--- config.mk ---
export PLATFORM = sky130hd
export DESIGN_NAME = keypad_entry_top
export DESIGN_NICKNAME = d
export VERILOG_FILES = /design/src/rtl/keypad_pkg.sv /design/src/rtl/letter_if.sv /design/src/rtl/keypad_scanner.sv /design/src/rtl/keypad_fsm.sv /design/src/rtl/word_assembler.sv /design/src/rtl/keypad_entry_top.sv
export SDC_FILE = /design/constraint.sdc
export NUM_CORES = 1
export LEC_CHECK = 0
export ABC_AREA = 1
export ABC_CLOCK_PERIOD_IN_PS = 3650
export BUFFER_PORTS_ARGS = -buffer_cell sky130_fd_sc_hd__clkbuf_2
export CAP_MARGIN = 30
export CORE_ASPECT_RATIO = 0.7
export CORE_MARGIN = 3
export CORE_UTILIZATION = 42
export CTS_CLUSTER_DIAMETER = 40
export DETAILED_ROUTE_END_ITERATION = 10
export HOLD_SLACK_MARGIN = 0.06
export PLACE_DENSITY = 0.61
export SYNTH_ARGS = -nofsm -noshare
export SYNTH_HDL_FRONTEND = slang
export SYNTH_HIERARCHICAL = 1
export SYNTH_SLANG_ARGS = --single-unit
--- constraint.sdc ---
create_clock -name clk -period 3.65 [get_ports clk]
set_clock_uncertainty 0.2 [all_clocks]
set_input_delay 0.73 -clock clk [delete_from_list [all_inputs] [get_ports clk]]
set_output_delay 0.73 -clock clk [all_outputs]
set_load 0.005 [all_outputs]
--- src/rtl/keypad_pkg.sv ---
`default_nettype none

package keypad_pkg;

  // Key code, one-hot row in the upper nibble, one-hot column in the lower
  typedef union packed {
    logic [7:0] raw;
    struct packed {
      logic [3:0] row; // Bit 7 is row 0
      logic [3:0] col; // Bit 3 is column 0
    } fields;
  } key_code_u;

  // Multi-tap position, S0 to S3 pick the letter within a key
  typedef enum logic [2:0] {
    INIT = 3'd0,
    S0   = 3'd1,
    S1   = 3'd2,
    S2   = 3'd3,
    S3   = 3'd4,
    DONE = 3'd5
  } tap_state_e;

  // Letter keys
  localparam logic [7:0] KEY_2 = 8'b1000_0100; // R0 C1
  localparam logic [7:0] KEY_3 = 8'b1000_0010; // R0 C2
  localparam logic [7:0] KEY_4 = 8'b0100_1000; // R1 C0
  localparam logic [7:0] KEY_5 = 8'b0100_0100; // R1 C1
  localparam logic [7:0] KEY_6 = 8'b0100_0010; // R1 C2
  localparam logic [7:0] KEY_7 = 8'b0010_1000; // R2 C0, four letters
  localparam logic [7:0] KEY_8 = 8'b0010_0100; // R2 C1
  localparam logic [7:0] KEY_9 = 8'b0010_0010; // R2 C2, four letters

  // Control keys
  localparam logic [7:0] KEY_SUBMIT_LETTER = 8'b0001_1000; // R3 C0
  localparam logic [7:0] KEY_CLEAR         = 8'b0001_0100; // R3 C1
  localparam logic [7:0] KEY_SUBMIT_WORD   = 8'b0001_0010; // R3 C2
  localparam logic [7:0] KEY_GAME_END      = 8'b0010_0001; // R2 C3

  // Keys with no function
  localparam logic [7:0] KEY_1 = 8'b1000_1000; // R0 C0
  localparam logic [7:0] KEY_A = 8'b1000_0001; // R0 C3
  localparam logic [7:0] KEY_B = 8'b0100_0001; // R1 C3
  localparam logic [7:0] KEY_D = 8'b0001_0001; // R3 C3

  // First ASCII letter on each key
  localparam logic [7:0] BASE_2 = 8'h41; // A
  localparam logic [7:0] BASE_3 = 8'h44; // D
  localparam logic [7:0] BASE_4 = 8'h47; // G
  localparam logic [7:0] BASE_5 = 8'h4A; // J
  localparam logic [7:0] BASE_6 = 8'h4D; // M
  localparam logic [7:0] BASE_7 = 8'h50; // P
  localparam logic [7:0] BASE_8 = 8'h54; // T
  localparam logic [7:0] BASE_9 = 8'h57; // W

  localparam int SCAN_DWELL     = 4; // Cycles per column
  localparam int DEBOUNCE_SCANS = 3; // Matching scans before accept
  localparam int WORD_LEN       = 5;

  // Counter widths
  localparam int SCAN_CNT_W = $clog2(SCAN_DWELL);
  localparam int DEB_CNT_W  = $clog2(DEBOUNCE_SCANS + 1);
  localparam int WORD_CNT_W = $clog2(WORD_LEN + 1);

endpackage

`default_nettype wire

--- src/rtl/letter_if.sv ---
`timescale 1ns/1ps
`default_nettype none

// Letter events from the keypad FSM to the word assembler
interface letter_if;
  logic       ready;        // One-cycle pulse, letter submitted
  logic [7:0] data;         // ASCII letter in progress or submitted
  logic       toggle_state; // Word submit pulse
  logic       game_end;     // Game end pulse

  modport source (
    output ready,
    output data,
    output toggle_state,
    output game_end
  );

  modport sink (
    input ready,
    input data,
    input toggle_state,
    input game_end
  );
endinterface

`default_nettype wire

--- src/rtl/keypad_scanner.sv ---
`timescale 1ns/1ps
`default_nettype none

// 4x4 matrix scanner
// cols[3] drives column 0 and rows[3] reads row 0, matching the key code bits
module keypad_scanner (
  input  logic                  clk,
  input  logic                  nRst,
  input  logic [3:0]            rows,
  output logic [3:0]            cols,
  output keypad_pkg::key_code_u cur_key,
  output logic                  strobe
);
  import keypad_pkg::*;

  logic [SCAN_CNT_W-1:0] dwell_cnt;   // Cycles spent on current column
  logic                  dwell_end;
  logic                  scan_end;    // Last column sampled
  key_code_u             col_hit;     // Key found in the driven column
  key_code_u             scan_acc;    // First key of the scan so far
  key_code_u             scan_result;
  key_code_u             cand;        // Result being confirmed
  logic [DEB_CNT_W-1:0]  match_cnt;
  logic [DEB_CNT_W-1:0]  next_cnt;

  // Lowest numbered row wins when several are active
  function automatic logic [3:0] first_row(input logic [3:0] r);
    if (r[3])
      first_row = 4'b1000;
    else if (r[2])
      first_row = 4'b0100;
    else if (r[1])
      first_row = 4'b0010;
    else if (r[0])
      first_row = 4'b0001;
    else
      first_row = 4'b0000;
  endfunction

  assign dwell_end = (dwell_cnt == SCAN_CNT_W'(SCAN_DWELL - 1));
  assign scan_end  = dwell_end && cols[0];

  always_comb begin
    col_hit.fields.row = first_row(rows);
    col_hit.fields.col = (|rows) ? cols : 4'b0000; // Zero code if column idle
  end

  // Earlier columns take priority
  assign scan_result = (|scan_acc.raw) ? scan_acc : col_hit;

  always_comb begin
    if (scan_result.raw != cand.raw)
      next_cnt = DEB_CNT_W'(1); // New candidate, first sighting
    else if (match_cnt == DEB_CNT_W'(DEBOUNCE_SCANS))
      next_cnt = match_cnt;     // Saturate
    else
      next_cnt = match_cnt + 1'b1;
  end

  always_ff @(posedge clk, negedge nRst) begin
    if (!nRst) begin
      dwell_cnt <= '0;
      cols      <= 4'b1000; // Column 0
      scan_acc  <= '0;
      cand      <= '0;
      match_cnt <= '0;
      cur_key   <= '0;
      strobe    <= 1'b0;
    end else begin
      strobe <= 1'b0;
      if (dwell_end) begin
        dwell_cnt <= '0;
        cols      <= {cols[0], cols[3:1]}; // Next column, wraps to column 0
        if (scan_end) begin
          scan_acc  <= '0;
          cand      <= scan_result;
          match_cnt <= next_cnt;
          // Stable long enough and different from what is reported
          if (next_cnt == DEB_CNT_W'(DEBOUNCE_SCANS) &&
              scan_result.raw != cur_key.raw) begin
            cur_key <= scan_result;
            strobe  <= (cur_key.raw == 8'd0); // Press edge only
          end
        end else if (scan_acc.raw == 8'd0) begin
          scan_acc <= col_hit; // Keep first hit of this scan
        end
      end else begin
        dwell_cnt <= dwell_cnt + 1'b1;
      end
    end
  end

endmodule

`default_nettype wire

--- src/rtl/keypad_fsm.sv ---
`timescale 1ns/1ps
`default_nettype none

// Multi-tap letter entry, phone style
module keypad_fsm (
  input  logic                  clk,
  input  logic                  nRst,
  input  keypad_pkg::key_code_u cur_key,
  input  logic                  strobe,
  letter_if.source              letters
);
  import keypad_pkg::*;

  tap_state_e state;
  tap_state_e next_state;
  tap_state_e tap_next;   // Tap position after a letter press
  key_code_u  prev_key;   // Last valid key, taken in strobe cycle
  key_code_u  next_prev;
  logic [7:0] next_data;
  logic [7:0] base;       // First letter of current key
  logic       is_invalid;
  logic       is_four;    // Keys 7 and 9

  // Zero for anything that is not a letter key
  function automatic logic [7:0] letter_base(input key_code_u k);
    case (k.raw)
      KEY_2:   letter_base = BASE_2;
      KEY_3:   letter_base = BASE_3;
      KEY_4:   letter_base = BASE_4;
      KEY_5:   letter_base = BASE_5;
      KEY_6:   letter_base = BASE_6;
      KEY_7:   letter_base = BASE_7;
      KEY_8:   letter_base = BASE_8;
      KEY_9:   letter_base = BASE_9;
      default: letter_base = 8'd0;
    endcase
  endfunction

  // Offset from the base letter
  function automatic logic [7:0] tap_index(input tap_state_e s);
    case (s)
      S1:      tap_index = 8'd1;
      S2:      tap_index = 8'd2;
      S3:      tap_index = 8'd3;
      default: tap_index = 8'd0;
    endcase
  endfunction

  // Same key pressed again
  function automatic tap_state_e advance(input tap_state_e s, input logic four);
    case (s)
      INIT:    advance = S0;
      S0:      advance = S1;
      S1:      advance = S2;
      S2:      advance = four ? S3 : S0; // Wrap after third letter on 3-letter keys
      default: advance = S0;             // S3 wraps too
    endcase
  endfunction

  assign base       = letter_base(cur_key);
  assign is_four    = (cur_key.raw == KEY_7) || (cur_key.raw == KEY_9);
  assign is_invalid = cur_key.raw inside {KEY_1, KEY_A, KEY_B, KEY_D};

  always_comb begin
    next_state           = state;
    next_data            = letters.data;
    next_prev            = prev_key;
    tap_next             = S0;
    letters.toggle_state = 1'b0;
    letters.game_end     = 1'b0;

    if (state == DONE)
      next_state = INIT; // Letter handed over, start fresh

    if (strobe && !is_invalid) begin
      next_prev = cur_key;
      case (cur_key.raw)
        KEY_SUBMIT_LETTER: begin
          // Only with a letter pending
          if (state inside {S0, S1, S2, S3})
            next_state = DONE;
        end
        KEY_CLEAR: begin
          next_state = INIT;
          next_data  = 8'd0;
        end
        KEY_GAME_END: begin
          next_state       = INIT;
          next_data        = 8'd0;
          letters.game_end = 1'b1;
        end
        KEY_SUBMIT_WORD: begin
          next_state           = INIT;
          next_data            = 8'd0;
          letters.toggle_state = 1'b1;
        end
        default: begin
          // Letter keys 2 to 9, never taken while DONE
          if (state != DONE) begin
            if (cur_key.raw == prev_key.raw)
              tap_next = advance(state, is_four);
            else
              tap_next = S0; // New key restarts the count
            next_state = tap_next;
            next_data  = base + tap_index(tap_next);
          end
        end
      endcase
    end
  end

  always_ff @(posedge clk, negedge nRst) begin
    if (!nRst) begin
      state         <= INIT;
      prev_key      <= '0;
      letters.data  <= 8'd0;
      letters.ready <= 1'b0;
    end else begin
      state         <= next_state;
      prev_key      <= next_prev;
      letters.data  <= next_data;
      letters.ready <= (state == DONE); // Cycle after DONE
    end
  end

endmodule

`default_nettype wire

--- src/rtl/word_assembler.sv ---
`timescale 1ns/1ps
`default_nettype none

// Collects submitted letters into a fixed-length word
module word_assembler (
  input  logic                                 clk,
  input  logic                                 nRst,
  letter_if.sink                               letters,
  output logic [keypad_pkg::WORD_LEN-1:0][7:0] word,
  output logic                                 word_valid,
  output logic                                 game_over
);
  import keypad_pkg::*;

  logic [WORD_LEN-1:0][7:0] letter_buf; // Newest letter in byte 0
  logic [WORD_CNT_W-1:0]    count;      // Letters held
  logic                     buf_full;

  assign buf_full = (count == WORD_CNT_W'(WORD_LEN));

  always_ff @(posedge clk, negedge nRst) begin
    if (!nRst) begin
      letter_buf <= '0;
      count      <= '0;
      word       <= '0;
      word_valid <= 1'b0;
      game_over  <= 1'b0;
    end else begin
      word_valid <= 1'b0;

      if (letters.game_end)
        game_over <= 1'b1; // Sticky until reset

      if (!game_over) begin
        if (letters.toggle_state) begin
          // Only a complete word is reported
          if (buf_full) begin
            word       <= letter_buf; // First letter lands in MSB byte
            word_valid <= 1'b1;
          end
          letter_buf <= '0;
          count      <= '0;
        end else if (letters.ready && !buf_full) begin
          letter_buf <= {letter_buf[WORD_LEN-2:0], letters.data};
          count      <= count + 1'b1;
        end
        // Letters past WORD_LEN are dropped
      end
    end
  end

endmodule

`default_nettype wire

--- src/rtl/keypad_entry_top.sv ---
`timescale 1ns/1ps
`default_nettype none

// Keypad letter entry, scanner to multi-tap FSM to word assembler
module keypad_entry_top (
  input  logic                                 clk,
  input  logic                                 nRst,
  input  logic [3:0]                           rows,         // rows[3] is row 0
  output logic [3:0]                           cols,         // cols[3] is column 0
  output logic                                 letter_ready,
  output logic [7:0]                           letter,
  output logic                                 word_valid,
  output logic [keypad_pkg::WORD_LEN-1:0][7:0] word,
  output logic                                 game_over
);
  import keypad_pkg::*;

  key_code_u cur_key; // Debounced key
  logic      strobe;  // New press

  letter_if letters_if ();

  keypad_scanner u_scanner (
    .clk     (clk),
    .nRst    (nRst),
    .rows    (rows),
    .cols    (cols),
    .cur_key (cur_key),
    .strobe  (strobe)
  );

  keypad_fsm u_fsm (
    .clk     (clk),
    .nRst    (nRst),
    .cur_key (cur_key),
    .strobe  (strobe),
    .letters (letters_if.source)
  );

  word_assembler u_assembler (
    .clk        (clk),
    .nRst       (nRst),
    .letters    (letters_if.sink),
    .word       (word),
    .word_valid (word_valid),
    .game_over  (game_over)
  );

  // Letter events also visible outside
  assign letter_ready = letters_if.ready;
  assign letter       = letters_if.data;

endmodule

`default_nettype wire

Yosys cells after proc, flatten, opt, wreduce, memory -nomap -nowiden

Index checks and enable logic that the tools add are counted.

$add $sub $neg: 4
Equal/unequal tests: 32
Mux-type cells: 43
Bitwise operators: 2
Reductions and logical operators: 24

Operator list:

| kind                                                             | number |
|---|---|
| 40-bit 2-to-1 mux                                                | 2 |
| 8-bit 2-to-1 mux                                                 | 7 |
| 7-bit case mux with 8 select lines                               | 1 |
| 3-bit 2-to-1 mux                                                 | 11 |
| 8-bit by 5-bit == test with 1-bit output (second input constant) | 4 |
| 8-bit by 6-bit == test with 1-bit output (second input constant) | 4 |
| 8-bit by 7-bit == test with 1-bit output (second input constant) | 4 |
| 8-bit == test (second input constant)                            | 4 |
| 8-bit logical NOT                                                | 2 |
| 4-bit 2-to-1 mux                                                 | 4 |
| 8-bit inequality test                                            | 2 |
| 8-bit case mux with 2 select lines                               | 1 |
| 3-bit by 2-bit == test with 1-bit output (second input constant) | 4 |
| 3-bit == test (second input constant)                            | 4 |
| 1-bit 2-to-1 mux                                                 | 11 |
| 3-bit case mux with 3 select lines                               | 1 |
| 3-bit AND reduction                                              | 3 |
| 7-bit by 8-bit adder with 8-bit output                           | 1 |
| 8-bit == test                                                    | 1 |
| 4-bit nonzero test                                               | 2 |
| 4-bit OR reduction                                               | 2 |
| 8-bit OR reduction                                               | 1 |
| 2-bit == test (second input constant)                            | 3 |
| 2-bit 2-to-1 mux                                                 | 3 |
| other kinds (13)                                                 | 23 |

Register bits: 138
Input bits: 6
Output and inout port bits: 55
Word-level logic and storage cells: 129

Depth between registers and ports, before layout

Word-level depth: 16
Mapped depth: 15
Depth with buffers taken out: 15

By module

The synthesis kept the hierarchy.

By module, submodules not included:

| module         | times used | cells each | area an instance (sq um) | seq. area each (sq um) |
|---|---|---|---|---|
| word_assembler | 1          | 424        | 3692.3                   | 2127.0 |
| keypad_scanner | 1          | 259        | 1935.6                   | 827.0 |
| keypad_fsm     | 1          | 212        | 1400.1                   | 475.5 |

Worst setup path after synthesis

No wires, ideal clock.

Path type: register to register
From: register u_scanner/cur_key[4] (netlist bit)
To: register u_fsm.letters.data[4]
Library setup time: 65 ps
Arrival: 2192 ps
Data required time: 3385 ps
Path slack: 1193 ps
Cell stages (with the launch flop): 14
Buffers on the path: 0
Clock period less this slack: 2457 ps
Path through: dfrtp_1 inv_1 nand2_1 nor2_4 nand3_1 nand3_1 nand3_1 o21ai_0 ha_1 inv_1 fa_1 o211ai_1 nand2_1 nand2_1

Word-level cells in the longest chain between the ends: 16
Elaborated cells on any way between the ends: 42
Classes of those cells: 1 x add/sub; 20 x eq/ne; 13 x mux; 1 x bitwise; 7 x reduce/logical

RTL lines:

| what                                                                      | line                               | RTL |
|---|---|---|
| from (decl)                                                               | keypad_scanner.sv:11               | `output keypad_pkg::key_code_u cur_key,` |
| from (signal assigned)                                                    | keypad_scanner.sv:81               | `cur_key <= scan_result;` |
| 8-bit by 6-bit == test with 1-bit output                                  | keypad_fsm.sv:26, keypad_fsm.sv:61 |  |
| 1-bit logical OR                                                          | keypad_fsm.sv:61                   | `assign is_four = (cur_key.raw == KEY_7) \|\| (cur_key.raw == KEY_9);` |
| 3-bit 2-to-1 mux                                                          | keypad_fsm.sv:55                   | `S2: advance = four ? S3 : S0;` |
| 3-bit case mux with 3 select lines                                        | keypad_fsm.sv:51                   | `case (s)` |
| 3-bit 2-to-1 mux                                                          | keypad_fsm.sv:100                  | `if (cur_key.raw == prev_key.raw)` |
| 3-bit 2-to-1 mux                                                          | keypad_fsm.sv:99                   | `if (state != DONE) begin` |
| 3-bit 2-to-1 mux                                                          | keypad_fsm.sv:77                   | `case (cur_key.raw)` |
| 3-bit 2-to-1 mux                                                          | keypad_fsm.sv:75                   | `if (strobe && !is_invalid) begin` |
| 3-bit == test or 3-bit by 2-bit == test with 1-bit output (tied branches) | keypad_fsm.sv:41                   | `case (s)` |
| 2-bit case mux with 3 select lines                                        | keypad_fsm.sv:41                   |  |
| 8-bit 2-to-1 mux                                                          | keypad_fsm.sv:99                   |  |
| 8-bit 2-to-1 mux                                                          | keypad_fsm.sv:77                   |  |
| 8-bit 2-to-1 mux                                                          | keypad_fsm.sv:75                   |  |
| 7-bit by 8-bit adder with 8-bit output                                    | keypad_fsm.sv:105                  | `next_data = base + tap_index(tap_next);` |
| 8-bit 2-to-1 mux                                                          | keypad_fsm.sv:99                   |  |
| 8-bit case mux with 2 select lines                                        | keypad_fsm.sv:77                   |  |
| to (signal assigned)                                                      | keypad_fsm.sv:121                  | `letters.data <= next_data;` |
| to (decl)                                                                 | letter_if.sv:13                    | `output data,` |

Several ways; a longest one is shown, not always the timed one. The select of a mux whose other input is x is not followed.
A chain may end at the register's enable or synchronous reset.

Worst setup path in the final report

From: register u_scanner/cur_key[7] (netlist bit)
To: register u_fsm.letters.data[4]

Same word-level chain as after synthesis.

==> flow_metrics.tcl <==
set metrics [dict create \
    root_buffer "clkbuf_16" \
    numPlacedInstances 1152 \
    synth_top_flop_cell "dfrtp_1" \
    worst_ir_drop_vdd_v 0.000290 \
    worstMarginPinSlew_ns 0.716 \
    min_path_type "input pin to asynchronous set/reset pin" \
    synthesis.area_mm2 0.00703 \
    final.period_utilization_pct 78.5 \
    cts_tree "yes" \
    grt_first_pass_wirelength_um 27600 \
    cts_buffers 17 \
    final-max-slew-violation-count 0 \
    synthToLayoutAreaGrowth_pct 14.3 \
    total_routed_wirelength_um 16200 \
    dr.first_iter.drc_count 455 \
    groute.layer.met2.usage_pct 25.8 \
    final_design_area_no_fill_mm2 0.00804 \
    layout.nets 963 \
    worstPathRequired_ns 3.79 \
    gpl.final_weighted_congestion 0.831 \
    clk_pin_slew_worst_paths_ns 0.07 \
    final_core_utilization_pct 50.4 \
    max_freq_mhz 349 \
    postCtsSetupBuffers 0 \
    drt_drc_violations_left 0 \
    postSynth.asyncResetShare_pct 100 \
    grt_max_degree 74 \
    grt_pass1_vias 5301 \
    globalRoute.totalOverflow 0 \
    floorplan.die_area_mm2 0.0183 \
    n_antenna_cell 0 \
    num_io_pins 61 \
    clkLatencyLatePin_ns 0.41 \
    worstSetupEndpointType "flip-flop" \
    antenna_violating_nets_post_route 0 \
    critical_path.max_fanout 8 \
    detailed_place.area_mm2 0.00743 \
    detailedPlacementHpwl_um 11100 \
    drt_pass1_iterations 6 \
    finalSetupViolations 0 \
    synth_most_common_cell "nand2_1" \
    path_class "flip-flop to flip-flop" \
    number_of_enable_flip_flop_cells_after_synthesis 0 \
    fp.coreArea_mm2 0.0159 \
    antenna_found_initial 0 \
    die_x_um 161 \
    cts_resized 0 \
    dr_total_vias 5694 \
    tns_ns 0 \
    synth.area.top_cells "dfrtp_1 (48%), nand2_1 (17%), nand3_1 (6.1%)" \
    crit_path_max_incr_delay_ns 0.48 \
    placement.io_buffers 59 \
    track_usage_pct 18.6 \
    crit_path_buf_inv_count 2 \
    post-synth-top-area-cell "dfrtp_1" \
    postCtsHoldBufs 0 \
    timing.max_slew.rel_slack_pct 52.3 \
    grtUsageMet1_pct 29.5 \
    synth_warnings 6 \
    routedWlPerCell_um 13.7 \
    worst-endpoint-arrival_ns 3.01 \
    globalRoute.busiestLayer "met1" \
    global_route.usage.met3_pct 3.90 \
    placement_rows 38 \
    drive_gt1_share_pct 16.1 \
    die_h_um 114 \
    leakagePower_nw 4.32 \
    sequential_cell_area_mm2 0.00343 \
    yosys.area.top_type_share_pct 48.4 \
    hold_viol_final 0 \
    synthesis.area_per_instance_um2 7.85 \
    ctsHtreeMaxLevel 4 \
    worstSetupStartpoint "u_scanner/cur_key[7]$_DFFE_PN0P_" \
    critical_path.top_delay_family "simple AND/OR/NAND/NOR gates" \
    max_cap_viol_count 0 \
    fillCellCount 1569 \
    grt_setup_unrepaired "false" \
    synth_common_cells "nand2_1 (311), dfrtp_1 (136), inv_1 (108)" \
    fin_cells 1184 \
    cts-root-to-sink-buffers 2 \
    crit_path_cell_chain "inv_1, nand2_1, nor2_4, nand3_1, nand3_1, nand3_1, o21ai_0, ha_1, inv_1, fa_1, o211ai_1, nand2_1, nand2_1" \
    synth_seq_area_share_pct 48.8 \
    rr_startpoint "u_scanner/cur_key[7]$_DFFE_PN0P_" \
    syn-instance-count 895 \
    cp_slowest_cell "dfrtp_1" \
    cts.sinks 137 \
    setup.worst_path.start_class "flip-flop" \
    clock_period_minus_worst_slack_ns 2.86 \
    post_synth_num_cell_types 38 \
    synth.ff_latch_count 137 \
    power_density_relative_to_cell_area_mw_per_mm2 413 \
    status "completed" \
    average_via_count_per_standard_cell 4.81 \
    synth_fp_nets 907 \
    area_of_the_multi_input_gates_mm2 0.00294 \
    effective_utilization_at_floorplan_pct 44.1 \
]
## final timing paths
kind	endpoint	cells past startpoint	slack (ns)
setup / recovery	u_fsm/letters.data[4]$_DFFE_PN0P_	13	0.79
hold / removal	u_scanner/scan_acc[7]$_DFFE_PN0P_	1	0.11
setup reg to reg	u_fsm/letters.data[4]$_DFFE_PN0P_	13	0.79
hold reg to reg	u_scanner/dwell_cnt[0]$_DFF_PN0_	1	0.22
max in group asynchronous	u_scanner/cols[3]$_DFFE_PN1P_	2	2.41
min in group clk	u_scanner/dwell_cnt[0]$_DFF_PN0_	1	0.22
## layer usage
| metal | part of all wire, % | wire, um | vias to the layer above |
|---|---|---|---|
| met5 | 0 | 0 | - |
| met4 | 0.41 | 66 | 0 |
| met3 | 4.4 | 709 | 4 |
| met2 | 40 | 6430 | 122 |
| met1 | 55 | 8960 | 2675 |
| li1 | - | - | 2893 |
## stage by stage
| stage | power [mW] | setup WS, ns | hold WS, ns |
|---|---|---|---|
| final | 3.32 | 0.786 | 0.111 |
| after global routing | 3.43 | 0.479 | 0.183 |
| after CTS | 3.35 | 0.793 | 0.159 |
| after detailed placement | 1.59 | 0.825 | 0.216 |
| after global placement | 1.59 | 0.825 | 0.220 |
| after floorplan | 1.55 | 1.19 | 0.203 |
## sequential cells by signal, summed over array words and instances (netlist names)
name	cells
u_assembler/game_over	1
u_fsm/prev_key	8
u_scanner/scan_acc	8
u_scanner/cand	8
u_fsm/letters.ready	1
u_assembler/word_valid	1
u_fsm/state	3
u_scanner/match_cnt	2
u_scanner/cols	4
u_fsm/letters.data	7
u_assembler/letter_buf	40
u_assembler/count	3
u_scanner/cur_key	8
u_assembler/word	40
u_scanner/dwell_cnt	2
u_scanner/strobe	1
## cell families after synthesis
kind of cell | after synthesis | share of synthesized area (%)
AND/OR/NAND/NOR | 532 | 34.1
XOR/XNOR | 2 | 0.249
other | 1 | 0.0534
AO/OA/AOI/OAI | 76 | 6.20
flip-flops | 137 | 48.8
adder cells (fa/ha/maj) | 6 | 1.18
buffers and inverters | 141 | 9.47
## cells in the final DEF, fill, tap and decap left out, types with 4 or more instances in the layout
master	netlist	routed
nor2_4	9	9
nand2_1	311	311
nand2_4	8	8
nand2_2	13	13
clkbuf_16	0	17
o21ai_0	24	24
nor2_1	83	83
inv_6	0	4
nand3_1	85	85
o22ai_1	7	7
o21ai_2	11	11
ha_1	5	5
a21oi_1	8	8
o21ai_1	24	24
clkbuf_2	0	58
inv_1	108	108
buf_4	4	7
clkinvlp_4	0	4
dfrtp_1	136	136
## final cells by class
class,count,share of cell area [%]
Clock buffer,18,5.47
Clock inverter,14,2.02
Inverter,111,5.19
Multi-Input combinational cell,617,36.6
Sequential cell,137,42.7
Tap cell,220,3.43
Timing Repair Buffer,67,4.66
## power breakdown
| group | switching (mW) | internal [mW] |
|---|---|---|
| Sequential | 0 | 1.52 |
| Combinational | 0.0354 | 0.00768 |
| Clock | 0.714 | 1.04 |
| Total | 0.749 | 2.57 |
Power figures use the tool's default switching activity.
